[config.mk]
export PLATFORM = sky130hd
export DESIGN_NAME = pulse_timer_top
export DESIGN_NICKNAME = d
export VERILOG_FILES = /design/src/source/pulse_timer_pkg.sv /design/src/source/pulse_cfg_regs.sv /design/src/source/pulse_channel.sv /design/src/source/pulse_timer_top.sv /design/src/source/timing_counter.sv
export SDC_FILE = /design/constraint.sdc
export NUM_CORES = 1
export LEC_CHECK = 0
export BUFFER_PORTS_ARGS = -buffer_cell sky130_fd_sc_hd__buf_2
export CAP_MARGIN = 10
export CORE_MARGIN = 5
export CORE_UTILIZATION = 60
export CTS_BUF_LIST = sky130_fd_sc_hd__clkbuf_4
export CTS_CLUSTER_DIAMETER = 150
export DETAILED_ROUTE_END_ITERATION = 12
export PLACE_DENSITY = 0.86
export SETUP_SLACK_MARGIN = 0.5
export SLEW_MARGIN = 20
export SYNTH_ARGS = -nofsm -noshare
export SYNTH_HDL_FRONTEND = slang
export SYNTH_SLANG_ARGS = --single-unit
[constraint.sdc]
create_clock -name sys_clk -period 6 [get_ports sys_clk]
set_clock_uncertainty 0.1 [all_clocks]
set_input_delay 0.6 -clock sys_clk [delete_from_list [all_inputs] [get_ports sys_clk]]
set_output_delay 0.6 -clock sys_clk [all_outputs]
set_load 0.05 [all_outputs]
[src/source/pulse_timer_pkg.sv]
package pulse_timer_pkg;

    // ------------------------------
    // Field widths
    // ------------------------------

    // Sample-rate divider reload, in sys_clk cycles
    localparam int SRATE_W = 8;

    // Pulse period reload, in sample strobes
    localparam int PERIOD_W = 23;

    // Delay reload, in sys_clk cycles
    localparam int DELAY_W = 9;

    // Pulse width reload, in sample strobes
    localparam int WIDTH_W = 16;

    // Register port
    localparam int REG_ADDR_W = 4;
    localparam int REG_DATA_W = 32;

    // ------------------------------
    // Counter mode
    // ------------------------------

    // Autoreload gives a periodic carry
    // One-shot counts down once after a load
    typedef enum logic {
        CNT_AUTORELOAD = 1'b0,
        CNT_ONESHOT    = 1'b1
    } counter_mode_t;

    // ------------------------------
    // Register map
    // ------------------------------

    // Control word, one enable bit per channel
    // Then four fields per channel, same order for each
    typedef enum logic [REG_ADDR_W-1:0] {
        REG_CTRL       = 4'd0,
        REG_CH0_SRATE  = 4'd1,
        REG_CH0_PERIOD = 4'd2,
        REG_CH0_DELAY  = 4'd3,
        REG_CH0_WIDTH  = 4'd4,
        REG_CH1_SRATE  = 4'd5,
        REG_CH1_PERIOD = 4'd6,
        REG_CH1_DELAY  = 4'd7,
        REG_CH1_WIDTH  = 4'd8
    } reg_addr_t;

    // Anything else falls to the zero-read, write-ignore slot

endpackage

[src/source/pulse_cfg_regs.sv]
module pulse_cfg_regs #(
    parameter int NUM_CH = 2
) (
    input  logic                                          sys_clk,
    input  logic                                          sys_rst,
    input  logic                                          i_req,
    input  logic                                          i_we,
    input  pulse_timer_pkg::reg_addr_t                    i_addr,
    input  logic [pulse_timer_pkg::REG_DATA_W-1:0]        i_wdata,
    output logic                                          o_ack,
    output logic [pulse_timer_pkg::REG_DATA_W-1:0]        o_rdata,
    output logic [NUM_CH-1:0]                             o_enable,
    output logic [NUM_CH*pulse_timer_pkg::SRATE_W-1:0]    o_srate_div,
    output logic [NUM_CH*pulse_timer_pkg::PERIOD_W-1:0]   o_period,
    output logic [NUM_CH*pulse_timer_pkg::DELAY_W-1:0]    o_delay,
    output logic [NUM_CH*pulse_timer_pkg::WIDTH_W-1:0]    o_width
);

    localparam int AW = pulse_timer_pkg::REG_ADDR_W;
    localparam int DW = pulse_timer_pkg::REG_DATA_W;
    localparam int SW = pulse_timer_pkg::SRATE_W;
    localparam int PW = pulse_timer_pkg::PERIOD_W;
    localparam int LW = pulse_timer_pkg::DELAY_W;
    localparam int WW = pulse_timer_pkg::WIDTH_W;

    // Channel block layout, taken from the address map
    localparam int CH_BASE    = int'(pulse_timer_pkg::REG_CH0_SRATE);
    localparam int CH_STRIDE  = int'(pulse_timer_pkg::REG_CH1_SRATE) - CH_BASE;
    localparam int OFS_PERIOD = int'(pulse_timer_pkg::REG_CH0_PERIOD) - CH_BASE;
    localparam int OFS_DELAY  = int'(pulse_timer_pkg::REG_CH0_DELAY) - CH_BASE;
    localparam int OFS_WIDTH  = int'(pulse_timer_pkg::REG_CH0_WIDTH) - CH_BASE;

    typedef enum logic {
        ST_IDLE = 1'b0,
        ST_ACK  = 1'b1
    } hs_state_t;

    hs_state_t         state_q;
    logic              access;
    logic              wr_en;
    logic              hit_ctrl;
    logic [AW-1:0]     addr_raw;
    logic [NUM_CH-1:0] enable_q;
    logic [DW-1:0]     rd_ch [NUM_CH];
    logic [DW-1:0]     rd_mux;
    logic [DW-1:0]     rdata_q;

    // ------------------------------
    // Four-phase handshake
    // ------------------------------
    // Access happens once, on the idle-to-ack edge
    assign access = (state_q == ST_IDLE) && i_req;
    assign wr_en  = access && i_we;

    always_ff @(posedge sys_clk) begin
        if (sys_rst) begin
            state_q <= ST_IDLE;
        end else begin
            case (state_q)
                ST_IDLE: if (i_req) state_q <= ST_ACK;
                ST_ACK:  if (!i_req) state_q <= ST_IDLE;
                default: state_q <= ST_IDLE;
            endcase
        end
    end

    assign o_ack = (state_q == ST_ACK);

    // ------------------------------
    // Control word
    // ------------------------------
    assign addr_raw = i_addr;
    assign hit_ctrl = (i_addr == pulse_timer_pkg::REG_CTRL);

    always_ff @(posedge sys_clk) begin
        if (sys_rst) begin
            enable_q <= '0;
        end else if (wr_en && hit_ctrl) begin
            enable_q <= i_wdata[NUM_CH-1:0];
        end
    end

    assign o_enable = enable_q;

    // ------------------------------
    // Per-channel fields
    // ------------------------------
    for (genvar c = 0; c < NUM_CH; c++) begin : g_ch
        localparam int BASE = CH_BASE + c * CH_STRIDE;

        logic          hit_srate;
        logic          hit_period;
        logic          hit_delay;
        logic          hit_width;
        logic [SW-1:0] srate_q;
        logic [PW-1:0] period_q;
        logic [LW-1:0] delay_q;
        logic [WW-1:0] width_q;

        assign hit_srate  = (addr_raw == AW'(BASE));
        assign hit_period = (addr_raw == AW'(BASE + OFS_PERIOD));
        assign hit_delay  = (addr_raw == AW'(BASE + OFS_DELAY));
        assign hit_width  = (addr_raw == AW'(BASE + OFS_WIDTH));

        // Upper write bits dropped by the slice
        always_ff @(posedge sys_clk) begin
            if (sys_rst) begin
                srate_q  <= '0;
                period_q <= '0;
                delay_q  <= '0;
                width_q  <= '0;
            end else if (wr_en) begin
                if (hit_srate) srate_q <= i_wdata[SW-1:0];
                if (hit_period) period_q <= i_wdata[PW-1:0];
                if (hit_delay) delay_q <= i_wdata[LW-1:0];
                if (hit_width) width_q <= i_wdata[WW-1:0];
            end
        end

        // Zero-extended readback, only the selected field survives
        assign rd_ch[c] = ({DW{hit_srate}} & DW'(srate_q))
                        | ({DW{hit_period}} & DW'(period_q))
                        | ({DW{hit_delay}} & DW'(delay_q))
                        | ({DW{hit_width}} & DW'(width_q));

        assign o_srate_div[c*SW +: SW] = srate_q;
        assign o_period[c*PW +: PW]    = period_q;
        assign o_delay[c*LW +: LW]     = delay_q;
        assign o_width[c*WW +: WW]     = width_q;
    end

    // ------------------------------
    // Read path
    // ------------------------------
    // Unmapped address selects nothing, reads zero
    always_comb begin
        rd_mux = hit_ctrl ? DW'(enable_q) : '0;
        for (int c = 0; c < NUM_CH; c++) begin
            rd_mux = rd_mux | rd_ch[c];
        end
    end

    // Captured with the access, held through ack
    always_ff @(posedge sys_clk) begin
        if (access) begin
            rdata_q <= rd_mux;
        end
    end

    assign o_rdata = rdata_q;

endmodule

[src/source/pulse_channel.sv]
module pulse_channel (
    input  logic                                 sys_clk,
    input  logic                                 sys_rst,
    input  logic                                 i_enable,
    input  logic [pulse_timer_pkg::SRATE_W-1:0]  i_srate_div,
    input  logic [pulse_timer_pkg::PERIOD_W-1:0] i_period,
    input  logic [pulse_timer_pkg::DELAY_W-1:0]  i_delay,
    input  logic [pulse_timer_pkg::WIDTH_W-1:0]  i_width,
    output logic                                 o_strobe,
    output logic                                 o_ref,
    output logic                                 o_pulse
);

    localparam int WFMR_W = pulse_timer_pkg::WIDTH_W + 1;

    logic              clear;
    logic              strobe;
    logic              ref_mark;
    logic              delay_z;
    logic [WFMR_W-1:0] width_reload;

    // Whole chain parked at zero while off
    assign clear = ~i_enable;

    // Former counts width+1 strobes
    // Pulse then covers at least width full sample periods
    assign width_reload = WFMR_W'(i_width) + 1'b1;

    // ------------------------------
    // Sample-rate prescaler
    // ------------------------------
    timing_counter #(
        .CNT_W (pulse_timer_pkg::SRATE_W),
        .MODE  (pulse_timer_pkg::CNT_AUTORELOAD)
    ) u_srate_psc (
        .i_clk_sys (sys_clk),
        .sys_rst   (sys_rst),
        .i_clear   (clear),
        .i_en      (1'b1),
        .i_load    (1'b0),
        .i_reload  (i_srate_div),
        .o_carry   (strobe),
        .o_zpulse  (),
        .o_nzero   ()
    );

    // ------------------------------
    // Pulse period prescaler
    // ------------------------------
    // Steps once per sample strobe
    timing_counter #(
        .CNT_W (pulse_timer_pkg::PERIOD_W),
        .MODE  (pulse_timer_pkg::CNT_AUTORELOAD)
    ) u_period_psc (
        .i_clk_sys (sys_clk),
        .sys_rst   (sys_rst),
        .i_clear   (clear),
        .i_en      (strobe),
        .i_load    (1'b0),
        .i_reload  (i_period),
        .o_carry   (ref_mark),
        .o_zpulse  (),
        .o_nzero   ()
    );

    // ------------------------------
    // Delay one-shot, sys_clk units
    // ------------------------------
    timing_counter #(
        .CNT_W (pulse_timer_pkg::DELAY_W),
        .MODE  (pulse_timer_pkg::CNT_ONESHOT)
    ) u_delay (
        .i_clk_sys (sys_clk),
        .sys_rst   (sys_rst),
        .i_clear   (clear),
        .i_en      (1'b1),
        .i_load    (ref_mark),
        .i_reload  (i_delay),
        .o_carry   (),
        .o_zpulse  (delay_z),
        .o_nzero   ()
    );

    // ------------------------------
    // Width former, strobe units
    // ------------------------------
    timing_counter #(
        .CNT_W (WFMR_W),
        .MODE  (pulse_timer_pkg::CNT_ONESHOT)
    ) u_width_fmr (
        .i_clk_sys (sys_clk),
        .sys_rst   (sys_rst),
        .i_clear   (clear),
        .i_en      (strobe),
        .i_load    (delay_z),
        .i_reload  (width_reload),
        .o_carry   (),
        .o_zpulse  (),
        .o_nzero   (o_pulse)
    );

    assign o_strobe = strobe;
    assign o_ref    = ref_mark;

endmodule

[src/source/pulse_timer_top.sv]
module pulse_timer_top #(
    parameter int NUM_CH = 2
) (
    input  logic                                   sys_clk,
    input  logic                                   sys_rst,
    input  logic                                   i_req,
    input  logic                                   i_we,
    input  logic [pulse_timer_pkg::REG_ADDR_W-1:0] i_addr,
    input  logic [pulse_timer_pkg::REG_DATA_W-1:0] i_wdata,
    output logic                                   o_ack,
    output logic [pulse_timer_pkg::REG_DATA_W-1:0] o_rdata,
    output logic [NUM_CH-1:0]                      o_strobe,
    output logic [NUM_CH-1:0]                      o_ref,
    output logic [NUM_CH-1:0]                      o_pulse
);

    localparam int SW = pulse_timer_pkg::SRATE_W;
    localparam int PW = pulse_timer_pkg::PERIOD_W;
    localparam int LW = pulse_timer_pkg::DELAY_W;
    localparam int WW = pulse_timer_pkg::WIDTH_W;

    // Packed configuration, one slice per channel
    logic [NUM_CH-1:0]    enable;
    logic [NUM_CH*SW-1:0] srate_div;
    logic [NUM_CH*PW-1:0] period;
    logic [NUM_CH*LW-1:0] delay;
    logic [NUM_CH*WW-1:0] width;

    // ------------------------------
    // Register block
    // ------------------------------
    pulse_cfg_regs #(
        .NUM_CH (NUM_CH)
    ) u_cfg_regs (
        .sys_clk     (sys_clk),
        .sys_rst     (sys_rst),
        .i_req       (i_req),
        .i_we        (i_we),
        .i_addr      (pulse_timer_pkg::reg_addr_t'(i_addr)),
        .i_wdata     (i_wdata),
        .o_ack       (o_ack),
        .o_rdata     (o_rdata),
        .o_enable    (enable),
        .o_srate_div (srate_div),
        .o_period    (period),
        .o_delay     (delay),
        .o_width     (width)
    );

    // ------------------------------
    // Pulse channels
    // ------------------------------
    for (genvar c = 0; c < NUM_CH; c++) begin : g_chan
        pulse_channel u_channel (
            .sys_clk     (sys_clk),
            .sys_rst     (sys_rst),
            .i_enable    (enable[c]),
            .i_srate_div (srate_div[c*SW +: SW]),
            .i_period    (period[c*PW +: PW]),
            .i_delay     (delay[c*LW +: LW]),
            .i_width     (width[c*WW +: WW]),
            .o_strobe    (o_strobe[c]),
            .o_ref       (o_ref[c]),
            .o_pulse     (o_pulse[c])
        );
    end

endmodule

[src/source/timing_counter.sv]
module timing_counter #(
    parameter int CNT_W = 8,
    parameter pulse_timer_pkg::counter_mode_t MODE = pulse_timer_pkg::CNT_AUTORELOAD
) (
    input  logic             i_clk_sys,
    input  logic             sys_rst,
    input  logic             i_clear,
    input  logic             i_en,
    input  logic             i_load,
    input  logic [CNT_W-1:0] i_reload,
    output logic             o_carry,
    output logic             o_zpulse,
    output logic             o_nzero
);

    logic [CNT_W-1:0] count_q;
    logic [CNT_W-1:0] count_d;
    logic             carry;
    logic             hit_zero;
    logic             zpulse_q;

    // ------------------------------
    // Next count
    // ------------------------------
    always_comb begin
        count_d  = count_q;
        carry    = 1'b0;
        hit_zero = 1'b0;
        if (i_clear) begin
            // Held at zero while the channel is off
            count_d = '0;
        end else if (MODE == pulse_timer_pkg::CNT_ONESHOT && i_load) begin
            count_d  = i_reload;
            // Zero load counts as an immediate expiry
            hit_zero = (i_reload == '0);
        end else if (i_en) begin
            if (count_q != '0) begin
                count_d  = count_q - 1'b1;
                hit_zero = (count_q == CNT_W'(1));
            end else if (MODE == pulse_timer_pkg::CNT_AUTORELOAD) begin
                // Wrap, one carry per reload+1 enabled cycles
                count_d = i_reload;
                carry   = 1'b1;
            end
        end
    end

    always_ff @(posedge i_clk_sys) begin
        if (sys_rst) begin
            count_q  <= '0;
            zpulse_q <= 1'b0;
        end else begin
            count_q  <= count_d;
            zpulse_q <= hit_zero;
        end
    end

    // Carry is same-cycle, zero pulse one cycle later
    assign o_carry  = carry;
    assign o_zpulse = zpulse_q & ~i_clear;
    assign o_nzero  = (count_q != '0) & ~i_clear;

endmodule

==> results of run 1 <==
-- power breakdown --
part | internal, mW | switching [mW] | total [mW]
clock network | 0.756 | 0.720 | 1.48
logic | 0.0263 | 0.109 | 0.135
registers | 1.72 | 0.00916 | 1.73
total | 2.50 | 0.839 | 3.34
-- logic make-up after synthesis --
family	after synthesis	synth area share
muxes	26	0.0204
and+or+nand+nor	695	0.261
adders and majority gates	18	0.0173
AOI/OAI and AO/OA	418	0.209
xor gates and xnor gates	55	0.0369
buffers and inverters	149	0.0480
DFF	254	0.407
other	1	0.000287
-- worst register-to-register path, stage by stage, from the launching register on --
cell and delay (ns):
dfxtp_1 0.32, inv_1 0.08, ha_1 0.17, or4bb_1 0.50, or2_1 0.52, clkinv_2 0.35, nand4_1 0.62, o221a_2 0.54
-- cells in the mapped netlist, types with 11 or more instances --
cell type and number:
a211oi_1 35, a21oi_1 165, a22o_1 11, a22oi_1 29, a31oi_1 21, buf_4 16
clkbuf_1 89, dfxtp_1 231, edfxtp_1 23, ha_1 18, inv_1 33, mux2i_1 21
nand2_1 289, nand2b_1 17, nand3_1 74, nand4_1 29, nor2_1 92, nor3_1 57
nor4_1 31, o21ai_0 46, or3_1 20, or4_1 15, xnor2_1 36, xor2_1 19
-- per-layer routing --
| layer | up-vias | global-route usage | share of wire |
|---|---|---|---|
| li1 | 6028 | - | - |
| met1 | 6027 | 0.401 | 0.40 |
| met2 | 704 | 0.461 | 0.46 |
| met3 | 130 | 0.0621 | 0.10 |
| met4 | 0 | 0.132 | 0.040 |
| met5 | - | 0 | 0 |
-- final timing paths --
| kind | from | cells past startpoint | slack (ns) | to |
|---|---|---|---|---|
| max | g_chan[0].u_channel.u_srate_psc.count_q[0]$_SDFF_PP0_ | 9 | 1.74 | o_ref[0] |
| min | i_wdata[18] | 3 | 0.08 | u_cfg_regs.g_ch[0].period_q[18]$_SDFFE_PP0P_ |
| max reg2reg | g_chan[1].u_channel.u_srate_psc.count_q[0]$_SDFF_PP0_ | 7 | 2.70 | g_chan[1].u_channel.u_period_psc.count_q[12]$_SDFFE_PP0P_ |
| min reg2reg | g_chan[0].u_channel.u_srate_psc.count_q[0]$_SDFF_PP0_ | 1 | 0.37 | g_chan[0].u_channel.u_srate_psc.count_q[0]$_SDFF_PP0_ |
-- cell type report --
cell class              count  area (um^2)  share of cell area
clock inverters            19         73.8             0.00519
flip-flops and latches    254         5320               0.374
diodes                      1         2.50            0.000176
multi-input cells        1221         7160               0.504
clock buffers              99          743              0.0523
repair buffers             77          430              0.0303
well taps                 280          350              0.0247
inverters                  35          133             0.00933
-- registers in the layout, summed over array words and instances, names as in the netlist --
signal,count
u_cfg_regs.g_ch.delay_q,18
u_cfg_regs.g_ch.srate_q,16
g_chan.u_channel.u_width_fmr.count_q,34
u_cfg_regs.o_ack,1
g_chan.u_channel.u_srate_psc.count_q,16
g_chan.u_channel.u_delay.count_q,18
u_cfg_regs.o_enable,2
u_cfg_regs.g_ch.period_q,46
u_cfg_regs.o_rdata,23
u_cfg_regs.g_ch.width_q,32
g_chan.u_channel.u_delay.zpulse_q,2
g_chan.u_channel.u_period_psc.count_q,46
-- per-stage QoR --
step	worst slack, ns	cells
3_5_place_dp	2.49	1867
5_1_grt	1.52	1986
4_1_cts	1.78	1985
2_1_floorplan	2.87	1624
3_3_place_gp	2.55	1867
6_report	1.74	1986
==> results.md, run 1 <==
- Cell Pwr Density: 235 nW/um^2
- Total power: 3.34 mW
- CP delay by family, top: buffers and inverters
- Core Rows: 54
- Drt wl/cell: 18.9 um
- Worst slew pin tran: 1.09 ns
- Commonest non-fill, non-tap cell in the layout: nand2_1
- Worst vdd ir: 0.000171 V
- Final Instance Area: 14,200 um^2
- Dominant synthesized flop cell: dfxtp_1
- MaxCap Viol Count: 0
- First-pass GRT wire length: 60,200 um
- Post-synth top area share: 0.354
- CTS tree: done
- Core area: 21,600 um^2
- Clk slew on worst S/H paths: 0.06 ns
- Status: complete, no violations
- CTS buffer count: 68
- Largest net degree at the start of global routing: 95
- # clock sinks: 254
- Crit Path Category: register to primary output
- Syn Std Cell Area: 13,000 um^2
- Post-Synthesis Cells: 1,616
- Die span in x: 157 um
- Final Setup Violations: 0
- Gr usage total: 0.297
- Critical Path RT: 5.30 ns
- Worst path cell trace: inv_1 > ha_1 > nor3b_1 > nand3_1 > buf_4 > inv_1 > nand3_2 > clkinv_1 > buf_2
- Routed wire length: 37,600 um
- Final Util: 0.657
- Layout cells sized above 1: 0.126
- Biggest area consumer among synthesized cells: dfxtp_1
- Worst hold margin: 0.0776 ns
- FILL cells: 1,779
- Initial Util: 0.604
- DP HPWL: 25,900 um
- CP peak stage delay: 0.48 ns
- Most frequent cells in the layout: 289 x nand2_1, 231 x dfxtp_1, 165 x a21oi_1
- Async S/R FF share, synth: 0
- Sequential element share of the synthesized area: 0.407
- Critical path buffer and inverter count: 5
- Clock Tree Buf Depth: 3
- Slew HR: 0.269
- Endpoints failing hold: 0
- Hold Path Class: input pin to register
- Routed vias: 12,900
- Arr. time, crit path: 3.56 ns
- CP Max Fanout: 24
- Die Span Y: 157 um
- IO Pins: 79
- # DRC: 0
- Fin Setup TNS: 0 ns
- Cts repair resizes: 0
- Nets: 1,715
- Full die area: 24,800 um^2
- Initial antenna violation count: 1
- FMAX: 0.235 GHz
- Hold bufs inserted after CTS: 0
- Synthesized area per cell: 8.07 um^2
- Number of global-route vias before repair: 12,100
- Tcrit/Tclk final: 0.710
- CP max stage cell: inv_1
- DRT iter0 DRCs: 1,330
- Crit path top cell by count: inv_1
- Post-synth EDFFs: 23
- Detailed Routing Iterations Pass 1: 9
- Fin crit period: 4.26 ns
- YS warnings: 0
- Startpoint types: register
- Layout area overhead: 8.92%
- Vias per cell: 6.49
- #FFs+latches synth: 254
- Post-DP Area: 13,400 um^2
- Fin. max-slew vios: 0
- Final ANT Viol Nets: 0
- Root buf cell: clkbuf_4
- Unrepaired setup endpoints after global routing: no
- Buffers on Ports: 60
- Worst-Skew Late Latency: 0.68 ns
- Unique masters post-synth: 85
- Setup bufs post-CTS: 0
- Pleak: 5.05 nW
- GR Overflow Total: 0
- Worst Setup End Kind: primary output
- GP Congestion: 0.957
- Main area contributors after synthesis: dfxtp_1 35%, nand2_1 8.3%, a21oi_1 6.3%
- H-tree levels: 3
No activity file was read; power rests on OpenSTA's default activity.
==> run 2: changes to the inputs <==
--- a/config.mk
+++ b/config.mk
@@ -5,6 +5,7 @@
 export SDC_FILE = /design/constraint.sdc
 export NUM_CORES = 1
 export LEC_CHECK = 0
+export ABC_AREA = 1
 export BUFFER_PORTS_ARGS = -buffer_cell sky130_fd_sc_hd__buf_2
 export CAP_MARGIN = 10
 export CORE_MARGIN = 5
==> constraint.sdc (replaced) <==
create_clock -name sys_clk -period 4.3 [get_ports sys_clk]
set_clock_uncertainty 0.1 [all_clocks]
set_input_delay 0.43 -clock sys_clk [delete_from_list [all_inputs] [get_ports sys_clk]]
set_output_delay 0.43 -clock sys_clk [all_outputs]
set_load 0.05 [all_outputs]
==> run 2 against run 1 <==
Against the previous run:
- global-route usage rose by 0.97 points
- final cell count rose by 27%
- critical path depth fell by 2
- clock power rose by 43%
- register-to-register slack got worse by 0.93 ns
- clock-buffer cell count rose by 6
==> results.md, run 2 <==
- Status: complete, no violations
- Final Setup Violations: 0 (unchanged)
- Initial Util: 0.603 (about the same)
- Unique masters post-synth: 50 (-41%)
- Worst path cell trace: inv_1 > ha_1 > nand2_1 > nor2_1 > nand2_2 > nor2_4 > buf_2
- Critical Path RT: 3.77 ns (-1.53 ns)
- Gr usage total: 0.307 (+0.00971)
- GP Congestion: 0.935 (-2.3%)
- Syn Std Cell Area: 14,000 um^2 (+7.5%)
- FMAX: 0.295 GHz
- Largest net degree at the start of global routing: 63 (-34%)
- Final ANT Viol Nets: 0 (unchanged)
- Core area: 23,300 um^2 (+7.6%)
- Layout cells sized above 1: 0.113 (-0.0134)
- Worst slew pin tran: 0.876 ns (-0.216 ns)
- CTS tree: done
- Fin Setup TNS: 0 ns (unchanged)
- Full die area: 26,500 um^2 (+7.1%)
- Root buf cell: clkbuf_4
- Flop-to-flop setup slack: 1.77 ns (-0.93 ns)
- Nets: 2,214 (+29%)
- #FFs+latches synth: 254 (unchanged)
- DRT iter0 DRCs: 1,648 (+24%)
- Top Registers: g_chan.u_channel.u_period_psc.count_q (46), u_cfg_regs.g_ch.period_q (46), g_chan.u_channel.u_width_fmr.count_q (34)
- Tcrit/Tclk final: 0.789
- Worst-Skew Late Latency: 0.68 ns (about the same)
- Biggest area consumer among synthesized cells: dfxtp_1
- CTS buffer count: 70 (+2.9%)
- IO Pins: 79 (unchanged)
- DP HPWL: 28,900 um (+11%)
- Cell Pwr Density: 310 nW/um^2 (+32%)
- Die Span Y: 163 um (+3.5%)
- Dominant synthesized flop cell: dfxtp_1
- Endpoints failing hold: 0 (unchanged)
- Drt wl/cell: 16.4 um (-13%)
- Most frequent cells in the layout: 504 x nand2_1, 313 x nor2_1, 231 x dfxtp_1
- Initial antenna violation count: 1 (unchanged)
- Setup bufs post-CTS: 0 (unchanged)
- Async S/R FF share, synth: 0 (unchanged)
- Critical path buffer and inverter count: 2 (-3)
- Routed vias: 14,600 (+13%)
- Arr. time, crit path: 2.86 ns (-0.70 ns)
- Sequential element share of the synthesized area: 0.379 (-0.0285)
- H-tree levels: 3 (unchanged)
- # DRC: 0 (unchanged)
- Pleak: 6.56 nW (+30%)
- Startpoint types: register
- Routed wire length: 41,300 um (+10%)
- Die span in x: 163 um (+3.5%)
- Number of global-route vias before repair: 13,800 (+14%)
- Unrepaired setup endpoints after global routing: no
- Crit Path Category: register to primary output
- Main area contributors after synthesis: dfxtp_1 33%, nand2_1 13%, nor2_1 8.4%
- Commonest non-fill, non-tap cell in the layout: nand2_1
- Worst vdd ir: 0.000325 V (+90%)
- Post-synth EDFFs: 23 (unchanged)
- Buffers on Ports: 60 (unchanged)
- FILL cells: 1,962 (+10%)
- GR Overflow Total: 0 (unchanged)
- MaxCap Viol Count: 0 (unchanged)
- Layout area overhead: 9.33%
- Commonest cells in the netlist: 504 x nand2_1, 313 x nor2_1, 231 x dfxtp_1, 194 x inv_1, 171 x a21oi_1
- First-pass GRT wire length: 66,900 um (+11%)
- Clock Tree Buf Depth: 3 (unchanged)
- CP max stage cell: nand2_2
- CP peak stage delay: 0.48 ns (about the same)
- YS warnings: 0 (unchanged)
- Post-Synthesis Cells: 2,082 (+29%)
- Worst hold margin: 0.0439 ns (-0.0338 ns)
- CP delay by family, top: simple AND/OR/NAND/NOR gates
- CP Max Fanout: 33 (+38%)
- Count leader, synth: nand2_1
- Clk slew on worst S/H paths: 0.07 ns (about the same)
- Fin crit period: 3.39 ns
- Core Rows: 56 (+3.7%)
- Hold Path Class: input pin to register
- Slew HR: 0.414 (+0.145)
- Post-synth top area share: 0.330 (-0.0248)
- Detailed Routing Iterations Pass 1: 6 (-3)
- # clock sinks: 254 (unchanged)
- Fin. max-slew vios: 0 (unchanged)
- Worst Setup End Kind: primary output
- Vias per cell: 5.78 (-11%)
- Synthesized area per cell: 6.74 um^2 (-17%)
==> run 2: cell types whose count changed in the layout (fill, tap and decap cells not counted), sizes merged, moves of 17 or more <==
cell / delta
xnor2: -29
nor4: -32
mux2i: -21
nand2: +223
or3: -21
or4: -19
nand2b: -17
nor2: +259
nand3: +77
a22oi: -29
dlygate4sd3: +20
inv: +179
o21ai: +59
nor3: -48
==> run 2: worst paths after layout <==
| path | depth (start not counted) | from | endpoint |
|---|---|---|---|
| max | 7 | g_chan[1].u_channel.u_srate_psc.count_q[0]$_SDFF_PP0_ | o_ref[1] |
| min reg2reg | 1 | g_chan[1].u_channel.u_srate_psc.count_q[0]$_SDFF_PP0_ | g_chan[1].u_channel.u_srate_psc.count_q[0]$_SDFF_PP0_ |
| max reg2reg | 6 | u_cfg_regs.o_ack$_SDFF_PP0_ | u_cfg_regs.g_ch[1].period_q[6]$_SDFFE_PP0P_ |
| min | 3 | i_wdata[0] | u_cfg_regs.g_ch[0].srate_q[0]$_SDFFE_PP0P_ |
==> run 2: cells by family after synthesis <==
logic type / after synthesis / synth area share
XOR/XNOR: 29 / 0.0181
AO/OA/AOI/OAI: 389 / 0.158
buffers and inverters: 303 / 0.0926
adder cells (fa/ha/maj): 18 / 0.0161
other: 1 / 0.000267
flip-flops: 254 / 0.379
AND/OR/NAND/NOR: 1088 / 0.336
==> run 2: metal layers <==
metal / vias to the layer above / routed length (um) / GRT usage
li1: 7005 / - / -
met1: 6650 / 16800 / 0.403
met2: 783 / 18400 / 0.486
met3: 142 / 4390 / 0.0653
met4: 0 / 1710 / 0.140
met5: - / 0 / 0
==> run 2: tightest hold or removal path, stage by stage <==
cell and delay (ns):
buf_2 0.19, nand2_1 0.10, a21oi_1 0.06
==> run 2: repair_timing <==
action | 4_1_cts | 5_1_grt
endpoints found under the setup margin | 0 | 0
hold buffers | 20 | 0
resized for setup | 0 | 0
endpoints found under the hold margin | 45 | 0
==> run 2: power breakdown <==
| part | internal, mW | total, mW | leakage [nW] | switching, mW |
|---|---|---|---|---|
| clock network | 1.11 | 2.12 | 0.509 | 1.01 |
| logic | 0.0482 | 0.219 | 3.96 | 0.171 |
| registers | 2.40 | 2.42 | 2.09 | 0.0122 |
==> run 2: stage by stage <==
step	utilization	power, mW	setup WS [ns]	std cells	cell area (um^2)
5_1_grt	0.659	4.93	0.767	2521	15300
3_3_place_gp	0.615	2.66	1.65	2383	14300
3_5_place_dp	0.615	2.67	1.62	2383	14300
6_report	0.659	4.76	0.906	2521	15300
2_1_floorplan	-	2.61	1.87	2090	14100
4_1_cts	0.659	4.78	0.901	2520	15300
==> run 2: final cells by class <==
class | instances | area [um^2] | area share
well taps | 319 | 399 | 0.0260
multi-input cells | 1533 | 7450 | 0.485
repair buffers | 86 | 548 | 0.0357
diodes | 1 | 2.50 | 0.000163
flip-flops and latches | 254 | 5320 | 0.346
clock inverters | 12 | 48.8 | 0.00318
clock buffers | 105 | 788 | 0.0514
inverters | 211 | 792 | 0.0516
